$ cat config.mk
export PLATFORM = sky130hd
export DESIGN_NAME = alpha_readout_top
export DESIGN_NICKNAME = d
export VERILOG_FILES = /design/src/hdl/alpha_pkg.sv /design/src/hdl/alpha_readout_top.sv /design/src/hdl/packet_summer.sv /design/src/hdl/word_fifo.sv /design/src/hdl/alpha_readout.sv /design/src/hdl/startup_sequencer.sv
export SDC_FILE = /design/constraint.sdc
export NUM_CORES = 1
export LEC_CHECK = 0
export ABC_AREA = 0
export BUFFER_PORTS_ARGS = -buffer_cell sky130_fd_sc_hd__buf_4
export CAP_MARGIN = 30
export CELL_PAD_IN_SITES_DETAIL_PLACEMENT = 0
export CELL_PAD_IN_SITES_GLOBAL_PLACEMENT = 2
export CORE_AREA = 2 2 157 159
export DETAILED_ROUTE_END_ITERATION = 8
export DIE_AREA = 0 0 159 161
export GPL_TIMING_DRIVEN = 0
export PLACE_DENSITY = 0.87
export SYNTH_ARGS = -nofsm -noshare
export SYNTH_HDL_FRONTEND = slang
export SYNTH_SLANG_ARGS = --single-unit
$ cat constraint.sdc
create_clock -name sysclk -period 3.5 [get_ports sysclk]
set_input_delay 0.35 -clock sysclk [delete_from_list [all_inputs] [get_ports sysclk]]
set_output_delay 0.35 -clock sysclk [all_outputs]
set_load 0.02 [all_outputs]
$ cat src/hdl/alpha_pkg.sv
`default_nettype none

package alpha_pkg;

	// ---------------------------------------------------------------------------
	// serial readout format
	// ---------------------------------------------------------------------------

	// bits per data word and per nybble on the serial line
	localparam int word_width = 16;
	localparam int nybble_width = 4;

	// packet start marker
	localparam int header_width = 8;
	// alternating bits, so an idle-low line never looks like a header
	localparam logic [header_width-1:0] header_pattern = 8'b1010_1010;

	// ---------------------------------------------------------------------------
	// buffer entry
	// ---------------------------------------------------------------------------

	// first marks word 0 of a packet
	typedef struct packed {
		logic [word_width-1:0] data;
		logic                  first;
	} readout_word_t;

endpackage

`default_nettype wire
$ cat src/hdl/alpha_readout_top.sv
`default_nettype none
`timescale 1ns/1ps

module alpha_readout_top import alpha_pkg::*; #(
	parameter int stage1_cycles = 64,
	parameter int stage2_cycles = 32,
	parameter int words_per_packet = 4,
	parameter int fifo_depth = 8
) (
	input  logic                  sysclk,
	input  logic                  reset,
	input  logic                  data_a,
	input  logic                  button,
	output logic                  header,
	output logic                  msn,
	output logic                  stage_1_done,
	output logic                  stage_2_done,
	output logic                  stage_3_done,
	output logic                  packet_done,
	output logic [word_width-1:0] packet_sum,
	output logic [7:0]            packet_count,
	output logic                  overflow
);
	logic push;
	readout_word_t push_data;
	logic pop;
	readout_word_t pop_data;
	logic empty;

	startup_sequencer #(
		.stage1_cycles(stage1_cycles),
		.stage2_cycles(stage2_cycles)
	) sequencer (
		.sysclk(sysclk),
		.reset(reset),
		.button(button),
		.stage_1(),
		.stage_2(),
		.stage_3(),
		.stage_1_done(stage_1_done),
		.stage_2_done(stage_2_done),
		.stage_3_done(stage_3_done)
	);

	// producer, one bit per sysclk off data_a
	alpha_readout #(
		.words_per_packet(words_per_packet)
	) readout (
		.sysclk(sysclk),
		.reset(reset),
		.data_a(data_a),
		.header(header),
		.msn(msn),
		.nybble(),
		.nybble_counter(),
		.push(push),
		.push_data(push_data)
	);

	word_fifo #(
		.payload_t(readout_word_t),
		.fifo_depth(fifo_depth)
	) fifo (
		.sysclk(sysclk),
		.reset(reset),
		.push(push),
		.push_data(push_data),
		.pop(pop),
		.pop_data(pop_data),
		.empty(empty),
		.full(),
		.overflow(overflow)
	);

	// consumer is held off until stage 3
	packet_summer summer (
		.sysclk(sysclk),
		.reset(reset),
		.armed(stage_3_done),
		.empty(empty),
		.pop(pop),
		.pop_data(pop_data),
		.packet_done(packet_done),
		.packet_sum(packet_sum),
		.packet_count(packet_count)
	);

endmodule

`default_nettype wire

$ cat src/hdl/packet_summer.sv
`default_nettype none
`timescale 1ns/1ps

module packet_summer import alpha_pkg::*; (
	input  logic                  sysclk,
	input  logic                  reset,
	input  logic                  armed,
	input  logic                  empty,
	output logic                  pop,
	input  readout_word_t         pop_data,
	output logic                  packet_done,
	output logic [word_width-1:0] packet_sum,
	output logic [7:0]            packet_count
);
	// words of one packet arrive a word time apart, so a longer silence
	// with the fifo empty ends the packet being held
	localparam int idle_limit = word_width + nybble_width;
	localparam int idle_width = $clog2(idle_limit + 1);

	logic data_valid;
	logic held;
	logic [word_width-1:0] sum;
	logic [idle_width-1:0] idle_count;
	logic close_first;
	logic close_idle;

	assign pop = armed && !empty;

	// next packet's first word closes the previous packet
	assign close_first = data_valid && pop_data.first && held;
	assign close_idle = held && !data_valid && empty
		&& (idle_count == idle_width'(idle_limit - 1));

	// ---------------------------------------------------------------------------
	// control
	// ---------------------------------------------------------------------------
	always_ff @(posedge sysclk) begin
		if (reset) begin
			data_valid <= 1'b0;
			held <= 1'b0;
			idle_count <= '0;
			packet_done <= 1'b0;
			packet_count <= '0;
		end else begin
			data_valid <= pop;
			packet_done <= close_first || close_idle;
			if (close_first || close_idle) begin
				packet_count <= packet_count + 8'd1;
			end
			if (data_valid) begin
				held <= 1'b1;
				idle_count <= '0;
			end else if (close_idle) begin
				held <= 1'b0;
				idle_count <= '0;
			end else if (held && empty) begin
				idle_count <= idle_count + 1'b1;
			end
		end
	end

	// ---------------------------------------------------------------------------
	// running sum, modulo 2^16
	// ---------------------------------------------------------------------------
	always_ff @(posedge sysclk) begin
		if (close_first || close_idle) begin
			packet_sum <= sum;
		end
		if (data_valid) begin
			if (pop_data.first || !held) begin
				sum <= pop_data.data;
			end else begin
				sum <= sum + pop_data.data;
			end
		end
	end

	// a packet can only end after some word was taken in
	assert property (@(posedge sysclk) disable iff (reset) packet_done |-> $past(held))
		else $error("packet_done without a popped word");

endmodule

`default_nettype wire

$ cat src/hdl/word_fifo.sv
`default_nettype none
`timescale 1ns/1ps

module word_fifo #(
	parameter type payload_t = logic [15:0],
	parameter int fifo_depth = 8
) (
	input  logic     sysclk,
	input  logic     reset,
	input  logic     push,
	input  payload_t push_data,
	input  logic     pop,
	output payload_t pop_data,
	output logic     empty,
	output logic     full,
	output logic     overflow
);
	localparam int addr_width = (fifo_depth > 1) ? $clog2(fifo_depth) : 1;

	if (fifo_depth != (1 << addr_width)) begin : g_depth_check
		$error("word_fifo depth must be a power of two");
	end

	payload_t mem [fifo_depth];

	// top bit of each pointer tells a full buffer from an empty one
	logic [addr_width:0] wr_ptr;
	logic [addr_width:0] rd_ptr;
	logic do_push;
	logic do_pop;

	assign empty = (wr_ptr == rd_ptr);
	assign full = (wr_ptr[addr_width] != rd_ptr[addr_width])
		&& (wr_ptr[addr_width-1:0] == rd_ptr[addr_width-1:0]);

	assign do_push = push && !full;
	assign do_pop = pop && !empty;

	// ---------------------------------------------------------------------------
	// pointers and overflow
	// ---------------------------------------------------------------------------
	always_ff @(posedge sysclk) begin
		if (reset) begin
			wr_ptr <= '0;
			rd_ptr <= '0;
			overflow <= 1'b0;
		end else begin
			if (do_push) begin
				wr_ptr <= wr_ptr + 1'b1;
			end
			if (do_pop) begin
				rd_ptr <= rd_ptr + 1'b1;
			end
			// word is lost, flag stays up until reset
			if (push && full) begin
				overflow <= 1'b1;
			end
		end
	end

	// ---------------------------------------------------------------------------
	// storage
	// ---------------------------------------------------------------------------
	always_ff @(posedge sysclk) begin
		if (do_push) begin
			mem[wr_ptr[addr_width-1:0]] <= push_data;
		end
		if (do_pop) begin
			pop_data <= mem[rd_ptr[addr_width-1:0]];
		end
	end

	// consumer only reads when there is something to read
	assert property (@(posedge sysclk) disable iff (reset) pop |-> !empty)
		else $error("pop while fifo empty");

endmodule

`default_nettype wire

$ cat src/hdl/alpha_readout.sv
`default_nettype none
`timescale 1ns/1ps

module alpha_readout import alpha_pkg::*; #(
	parameter int words_per_packet = 4
) (
	input  logic                    sysclk,
	input  logic                    reset,
	input  logic                    data_a,
	output logic                    header,
	output logic                    msn,
	output logic [nybble_width-1:0] nybble,
	output logic [1:0]              nybble_counter,
	output logic                    push,
	output readout_word_t           push_data
);
	localparam int word_count_width = (words_per_packet > 1) ? $clog2(words_per_packet) : 1;
	localparam logic [word_count_width-1:0] last_word =
		word_count_width'(words_per_packet - 1);
	localparam logic [3:0] last_bit = 4'(word_width - 1);

	typedef enum logic [1:0] {
		st_hunt,
		st_word,
		st_done
	} state_t;

	state_t state;
	// header search window
	logic [header_width-1:0] window;
	// the most recent bits off the line, oldest at the top
	logic [word_width-2:0] history;
	logic [3:0] bit_count;
	logic [word_count_width-1:0] word_count;
	logic header_hit;
	logic word_end;

	assign header_hit = (state == st_hunt) && (window == header_pattern);
	assign word_end = (state == st_word) && (bit_count == last_bit);

	// bit 0 of word 0 is on the line while the header match is seen
	assign msn = (header_hit || state == st_word) && (bit_count[3:2] == 2'd0);
	assign nybble_counter = bit_count[3:2];

	// ---------------------------------------------------------------------------
	// control
	// ---------------------------------------------------------------------------
	always_ff @(posedge sysclk) begin
		if (reset) begin
			state <= st_hunt;
			window <= '0;
			bit_count <= '0;
			word_count <= '0;
			header <= 1'b0;
			push <= 1'b0;
		end else begin
			header <= header_hit;
			push <= word_end;
			window <= {window[header_width-2:0], data_a};
			case (state)
				st_hunt: begin
					if (header_hit) begin
						// this edge samples the first data bit
						state <= st_word;
						bit_count <= 4'd1;
						word_count <= '0;
					end
				end
				st_word: begin
					// wraps to zero after the last bit of a word
					bit_count <= bit_count + 4'd1;
					if (word_end) begin
						word_count <= word_count + 1'b1;
						if (word_count == last_word) begin
							state <= st_done;
							// forget the data bits before hunting again
							window <= '0;
						end
					end
				end
				st_done: begin
					// last push of the packet goes out here
					state <= st_hunt;
					word_count <= '0;
				end
				default: begin
					state <= st_hunt;
				end
			endcase
		end
	end

	// ---------------------------------------------------------------------------
	// data path
	// ---------------------------------------------------------------------------
	always_ff @(posedge sysclk) begin
		history <= {history[word_width-3:0], data_a};
		if (state == st_word && bit_count[1:0] == 2'b11) begin
			nybble <= {history[nybble_width-2:0], data_a};
		end
		if (word_end) begin
			push_data.data <= {history, data_a};
			push_data.first <= (word_count == '0);
		end
	end

	// a header never lands on a word push
	assert property (@(posedge sysclk) disable iff (reset) !(header && push))
		else $error("header and push in the same cycle");

endmodule

`default_nettype wire

$ cat src/hdl/startup_sequencer.sv
`default_nettype none
`timescale 1ns/1ps

module startup_sequencer #(
	parameter int stage1_cycles = 64,
	parameter int stage2_cycles = 32
) (
	input  logic sysclk,
	input  logic reset,
	input  logic button,
	output logic stage_1,
	output logic stage_2,
	output logic stage_3,
	output logic stage_1_done,
	output logic stage_2_done,
	output logic stage_3_done
);
	localparam int stage1_width = (stage1_cycles > 1) ? $clog2(stage1_cycles) : 1;
	localparam int stage2_width = (stage2_cycles > 1) ? $clog2(stage2_cycles) : 1;

	logic [stage1_width-1:0] stage1_count;
	logic [stage2_width-1:0] stage2_count;

	// ---------------------------------------------------------------------------
	// stage 1, timed from the end of reset
	// ---------------------------------------------------------------------------
	always_ff @(posedge sysclk) begin
		if (reset) begin
			stage1_count <= stage1_width'(stage1_cycles - 1);
			stage_1 <= 1'b0;
			stage_1_done <= 1'b0;
		end else begin
			stage_1 <= 1'b0;
			if (!stage_1_done) begin
				if (stage1_count == '0) begin
					stage_1 <= 1'b1;
					stage_1_done <= 1'b1;
				end else begin
					stage1_count <= stage1_count - 1'b1;
				end
			end
		end
	end

	// stage 2 starts counting once stage 1 has occurred
	always_ff @(posedge sysclk) begin
		if (reset) begin
			stage2_count <= stage2_width'(stage2_cycles - 1);
			stage_2 <= 1'b0;
			stage_2_done <= 1'b0;
		end else begin
			stage_2 <= 1'b0;
			if (stage_1_done && !stage_2_done) begin
				if (stage2_count == '0) begin
					stage_2 <= 1'b1;
					stage_2_done <= 1'b1;
				end else begin
					stage2_count <= stage2_count - 1'b1;
				end
			end
		end
	end

	// ---------------------------------------------------------------------------
	// stage 3, operator button once stage 2 is done
	// ---------------------------------------------------------------------------
	always_ff @(posedge sysclk) begin
		if (reset) begin
			stage_3 <= 1'b0;
			stage_3_done <= 1'b0;
		end else begin
			stage_3 <= 1'b0;
			// early presses fall through here
			if (button && stage_2_done && !stage_3_done) begin
				stage_3 <= 1'b1;
				stage_3_done <= 1'b1;
			end
		end
	end

	// stages complete strictly in order
	assert property (@(posedge sysclk) disable iff (reset)
		$rose(stage_2_done) |-> $past(stage_1_done))
		else $error("stage 2 done before stage 1");
	assert property (@(posedge sysclk) disable iff (reset)
		$rose(stage_3_done) |-> $past(stage_2_done))
		else $error("stage 3 done before stage 2");

endmodule

`default_nettype wire

## After elaboration in Yosys (flattened, before gate mapping)

Memory sizes are Yosys's and may differ from the RTL's. A register that Yosys moved wholly into a read port is not among the register bits.
Cells that the tools add are included.

| storage, ports and cells | value |
|---|---|
| register bits after elaboration | 121 |
| memory bits (writable) | 136 |
| input port bits | 4 |
| output and inout bits | 31 |
| word-level logic and storage cells | 109 |
| memories | 1 |

Memories:

| memory | depth | width | read ports | clocked after memory_dff | write ports | RTL line | RTL |
|---|---|---|---|---|---|---|---|
| fifo.mem | 8 | 17 | 1 | 1 | 1 | word_fifo.sv:24 | `payload_t mem [fifo_depth];` |

| cells by class | value |
|---|---|
| $add $sub $neg | 9 |
| eq/ne operators | 12 |
| muxes and demuxes | 19 |
| bitwise logic cells | 3 |
| reduce and logical (&&, ||, !) cells | 41 |

Operator list:

| cell | number |
|---|---|
| two-way mux 8 bit | 3 |
| logical AND 1 bit | 17 |
| adder 16 bit | 1 |
| two-way mux 16 bit | 1 |
| adder 4 x 1 -> 4 bit, second input constant | 3 |
| two-way mux 2 bit | 5 |
| adder 8 x 1 -> 8 bit, second input constant | 1 |
| == test 8 bit, second input constant | 1 |
| one-hot mux 4 bit (2 select lines) | 1 |
| AND reduction 2 bit | 4 |
| logical NOT 1 bit | 6 |
| logical NOT 2 bit | 3 |
| logical NOT 6 bit | 1 |
| two-way mux 1 bit | 6 |
| != test 2 x 1 -> 1 bit, second input constant | 3 |
| one-hot mux 2 bit (3 select lines) | 1 |
| AND reduction 3 bit | 2 |
| subtractor 6 x 1 -> 6 bit, second input constant | 1 |
| adder 5 x 1 -> 5 bit, second input constant | 1 |
| == test 5 bit, second input constant | 1 |
| logical NOT 5 bit | 1 |
| subtractor 5 x 1 -> 5 bit, second input constant | 1 |
| == test 2 bit, second input constant | 2 |
| == test 4 bit | 1 |
| 12 further kinds | 17 |

## Depth between registers and ports, before layout

| logic depth | value |
|---|---|
| depth in word-level cells | 6 |
| gate-level depth with buffers | 7 |
| depth with buffers taken out | 7 |

## Cells and area by module

From an unflattened synthesis, not the netlist that was laid out.

| unflattened totals | value |
|---|---|
| cell total of the unflattened synthesis | 716 |
| area, all modules | 11,263.3 um^2 |

Modules (own cells, without submodules):

| module | instances | cells an instance | area an instance (um^2) |
|---|---|---|---|
| word_fifo | 1 | 282 | 6,248.5 |
| packet_summer | 1 | 236 | 2,524.9 |
| alpha_readout | 1 | 113 | 1,682.9 |
| startup_sequencer | 1 | 85 | 807.0 |

## Worst setup path after synthesis

Ideal clock, no wire load.

| timing | value |
|---|---|
| path type | reg-to-reg |
| start | reg fifo.rd_ptr[1] |
| end | mem fifo.mem[4][0] in the netlist's numbering (enable) |
| library setup time | 0.416 ns |
| arrival | 2.730 ns |
| path slack | 0.354 ns |
| cell stages (with the launch flop) | 6 |
| path buffers | 1 |
| path through | dfxtp_1 -> clkbuf_1 -> xnor2_1 -> a41oi_1 -> nand2b_1 -> nor3b_1 |

| on the way | value |
|---|---|
| cells in the longest elaborated chain, start to end | 6 |

Ends and longest elaborated chain:

| element | RTL line | RTL |
|---|---|---|
| start: declaration | word_fifo.sv:28 | `logic [addr_width:0] rd_ptr;` |
| start signal: assignment | word_fifo.sv:52 | `rd_ptr <= rd_ptr + 1'b1;` |
| == test 3 bit | word_fifo.sv:34 | `&& (wr_ptr[addr_width-1:0] == rd_ptr[addr_width-1:0]);` |
| logical AND 1 bit | word_fifo.sv:34 |  |
| logical NOT 1 bit | word_fifo.sv:36 | `assign do_push = push && !full;` |
| logical AND 1 bit | word_fifo.sv:36 |  |
| two-way mux 1 bit | word_fifo.sv:65 | `if (do_push) begin` |
| two-way mux 1 bit (not written as such) | word_fifo.sv:66 | `mem[wr_ptr[addr_width-1:0]] <= push_data;` |
| end: declaration | word_fifo.sv:24 |  |

No other way between the ends.

## Worst setup path after layout

| timing | value |
|---|---|
| start | reg fifo.rd_ptr[1] |
| end | mem fifo.mem[5][2] in the netlist's numbering (enable) |

Same word-level chain as after synthesis.

==> impl_metrics.toml <==
[status]
status = "completed"

[logic_synthesis]
syn_nets = 739
post_synth.cell_area_avg_um2 = 15.2
synth_top_area_share_pct = 56.2
syn_inst = 709
ys.flop_type = "edfxtp_1"
yosys.cell_types.count = 52
ys_seq_elements = 274
yosysTopAreaCell = "edfxtp_1"
synth_edf_count = 202
synth_seq_area_share_pct = 69.5
yosys-top-cells-area = "edfxtp_1, dfxtp_1, mux4_2, ha_1, mux2_2"
ys_warn_count = 0
async_reset_ff_share_pct = 0
synth.cell_area_um2 = 10800

[floorplanning]
ioPinCount = 35
coreArea_um2 = 24000
die_h_um = 161
start_util_pct = 45.0
rows = 57
die_x_um = 159
die_area_um2 = 25600

[timing]
hold_viol = 0
rsz0062_at_grt = "false"
slew_viol_final = 0
setup_viol = 0
fin_crit_sh_pct = 92.0
fmax_ghz = 0.310
finalCriticalPeriod_ns = 3.22
relSlewSlack_pct = 33.3
tightest_slew_ns = 0.996
clock_skew_ns = 0.0218

[worst_setup_path]
critPathMaxStageDelay_ns = 0.86
crit_path_start_kind = "flip-flop"
cpMaxStageDelayCell = "nor3b_2"
reg2reg_to = "fifo.mem[5][2]"
r2r_start = "fifo.rd_ptr[1]"
reg2regPathDepth = 6
worst-setup-path-type = "flip-flop to flip-flop"
crit_buf_inv = 2
endpoint_kind = "flip-flop"
critical-path-top-delay-family = "simple AND/OR/NAND/NOR gates"
crit_fanout = 10
r2r_slack_ns = 0.28
crit_required_ns = 3.74
path_cells = "clkbuf_1, xnor2_1, a41oi_1, nand2_1, nor3b_2, buf_8"
arrival_ns = 3.46

[final_layout]
nNetsFinal = 812
nFillCells = 1973
area_growth_syn_to_layout_pct = 16.1
fin_cells = 1127
drive_gt1_share_pct = 19.2
final_util_pct = 52.3
antenna_cells = 0

[drt]
first_pass_iters = 5
drc = 0
routed-via-count = 6036
ant_nets = 0
drt_iter0_drc = 369
via_per_inst = 5.36
wl_mm = 20.2
detail_route.wl_per_cell_um = 18.0

[global_routing]
grt_max_degree = 22
grtUsageTotal_pct = 16.1
antenna_found_initial = 0
grt_pass1_wl_mm = 33.1
grt_overflow = 0
grt_pass1_vias = 6101

[min_path]
min_path_type = "input port to flip-flop"
hold_depth = 3
whs_endpoint = "sequencer.stage_3_done"
hp-start = "button"

[cts]
cts-root-buf = "clkbuf_16"
htreeDepth = 1
clock-sinks = 274
cts_buffers = 28
clk_pin_slew_ns = 0.06
cts_max_path_buffers = 3
cts_setup_buffers = 0
clock_latency_ns = 0.54
cts_tree = "built"

[pwr]
p_leak_uw = 0.00430
power.total_uw = 6440
peakVddDrop_v = 0.000334
p_per_area_nw_per_um2 = 514

[placement]
port_buffers = 34
dp_cells = 1075
globalplace.congestion = 0.829
dp_hpwl_mm = 13.5

[run]
max-cap-violations = 0
registers in the layout (all words and copies together), names as in the netlist, 6 cells and up:
signal and flops:
fifo.mem 136, fifo.pop_data 17, readout.push_data 17, summer.packet_sum 16, summer.sum 16, readout.history 15
readout.window 8, summer.packet_count 8, sequencer.stage1_count 6
cell type report:
type	instances	area (um^2)	share of cell area, %
Clock inverter	10	105	0.839
Sequential cell	274	7510	59.9
Inverter	19	71.3	0.569
Timing Repair Buffer	43	367	2.93
Multi-Input combinational cell	395	3170	25.3
Tap cell	324	405	3.23
Buffer	21	83.8	0.669
Clock buffer	41	822	6.56
metrics by stage:
step	worst slack [ns]	TNS (ns)	hold slack (ns)	area [um^2]
after floorplan	0.354	0	0.327	10800
after global placement	-1.21	-114.53	0.337	11500
after detailed placement	0.207	0	0.336	11600
after CTS	0.140	0	0.0494	12500
after global routing	0.0316	0	0.0967	12500
final	0.278	0	0.0736	12500
kinds of logic (layout without fill, tap and decap cells):
logic type | Yosys count | after routing | share of synthesized area (%)
multiplexers | 53 | 53 | 9.06
AND/OR/NAND/NOR | 184 | 184 | 8.53
buffers and inverters | 40 | 134 | 1.44
AO/OA/AOI/OAI | 102 | 102 | 5.90
flip-flops | 274 | 274 | 69.5
XOR/XNOR | 30 | 30 | 2.43
adder cells (fa/ha/maj) | 26 | 26 | 3.08
tightest hold or removal path, stage by stage:
cell and delay [ns]:
buf_4 0.08, a21oi_1 0.05, nor2_1 0.08
cells in the final DEF (no fill, tap or decap), drive strengths merged, types with 11 or more instances in the layout:
cell and instances:
a21oi 34, and2 12, buf 48, clkbuf 56, dfxtp 72, edfxtp 202, ha 25, inv 19
mux2 18, mux4 34, nand2 45, nand2b 11, nand3 18, nor2 42, nor3 14, o21ai 24
xnor2 12, xor2 18
power by group:
group	internal (uW)	leakage (uW)	switching (uW)	total, uW
Combinational	11.6	0.00146	17.7	29.3
Sequential	3460	0.00240	7.33	3460
Clock	1770	0.000444	1170	2940
Total	5240	0.00430	1200	6440
cells in the mapped netlist, drive strengths merged, types with 11 or more instances:
cell type / instances
and2: 12
ha: 25
a21oi: 34
mux4: 34
inv: 19
xnor2: 12
clkbuf: 15
nand3: 18
edfxtp: 202
o21ai: 24
nand2b: 11
xor2: 18
nand2: 45
dfxtp: 72
mux2: 18
nor2: 42
nor3: 14
metal layers:
metal | up-vias | global-route usage [%] | part of all wire (%)
met5 | - | 0 | 0
met4 | 0 | 4.46 | 1.8
met3 | 31 | 2.72 | 4.5
met2 | 123 | 26.8 | 49
met1 | 3024 | 22.1 | 45
li1 | 2858 | - | -
how the worst max path moves through the flow:
stage / slack (ns) / cells after the start / start / to
4_1_cts: 0.14 / 6 / fifo.rd_ptr[1] / fifo.mem[4][2]
2_1_floorplan: 0.35 / 5 / fifo.rd_ptr[1] / fifo.mem[4][0]
6_report: 0.28 / 6 / fifo.rd_ptr[1] / fifo.mem[5][2]
3_5_place_dp: 0.21 / 6 / fifo.rd_ptr[1] / fifo.mem[4][7]
3_3_place_gp: -1.21 / 5 / fifo.rd_ptr[1] / fifo.mem[4][9]
5_1_grt: 0.03 / 6 / fifo.rd_ptr[1] / fifo.mem[2][4]
repair_timing:
item	4_1_cts	5_1_grt
hold buffers	1	0
endpoints found under the setup margin	0	4
endpoints found under the hold margin	1	0
gates resized for setup	0	1
No activity file was read; power rests on OpenSTA's default activity.
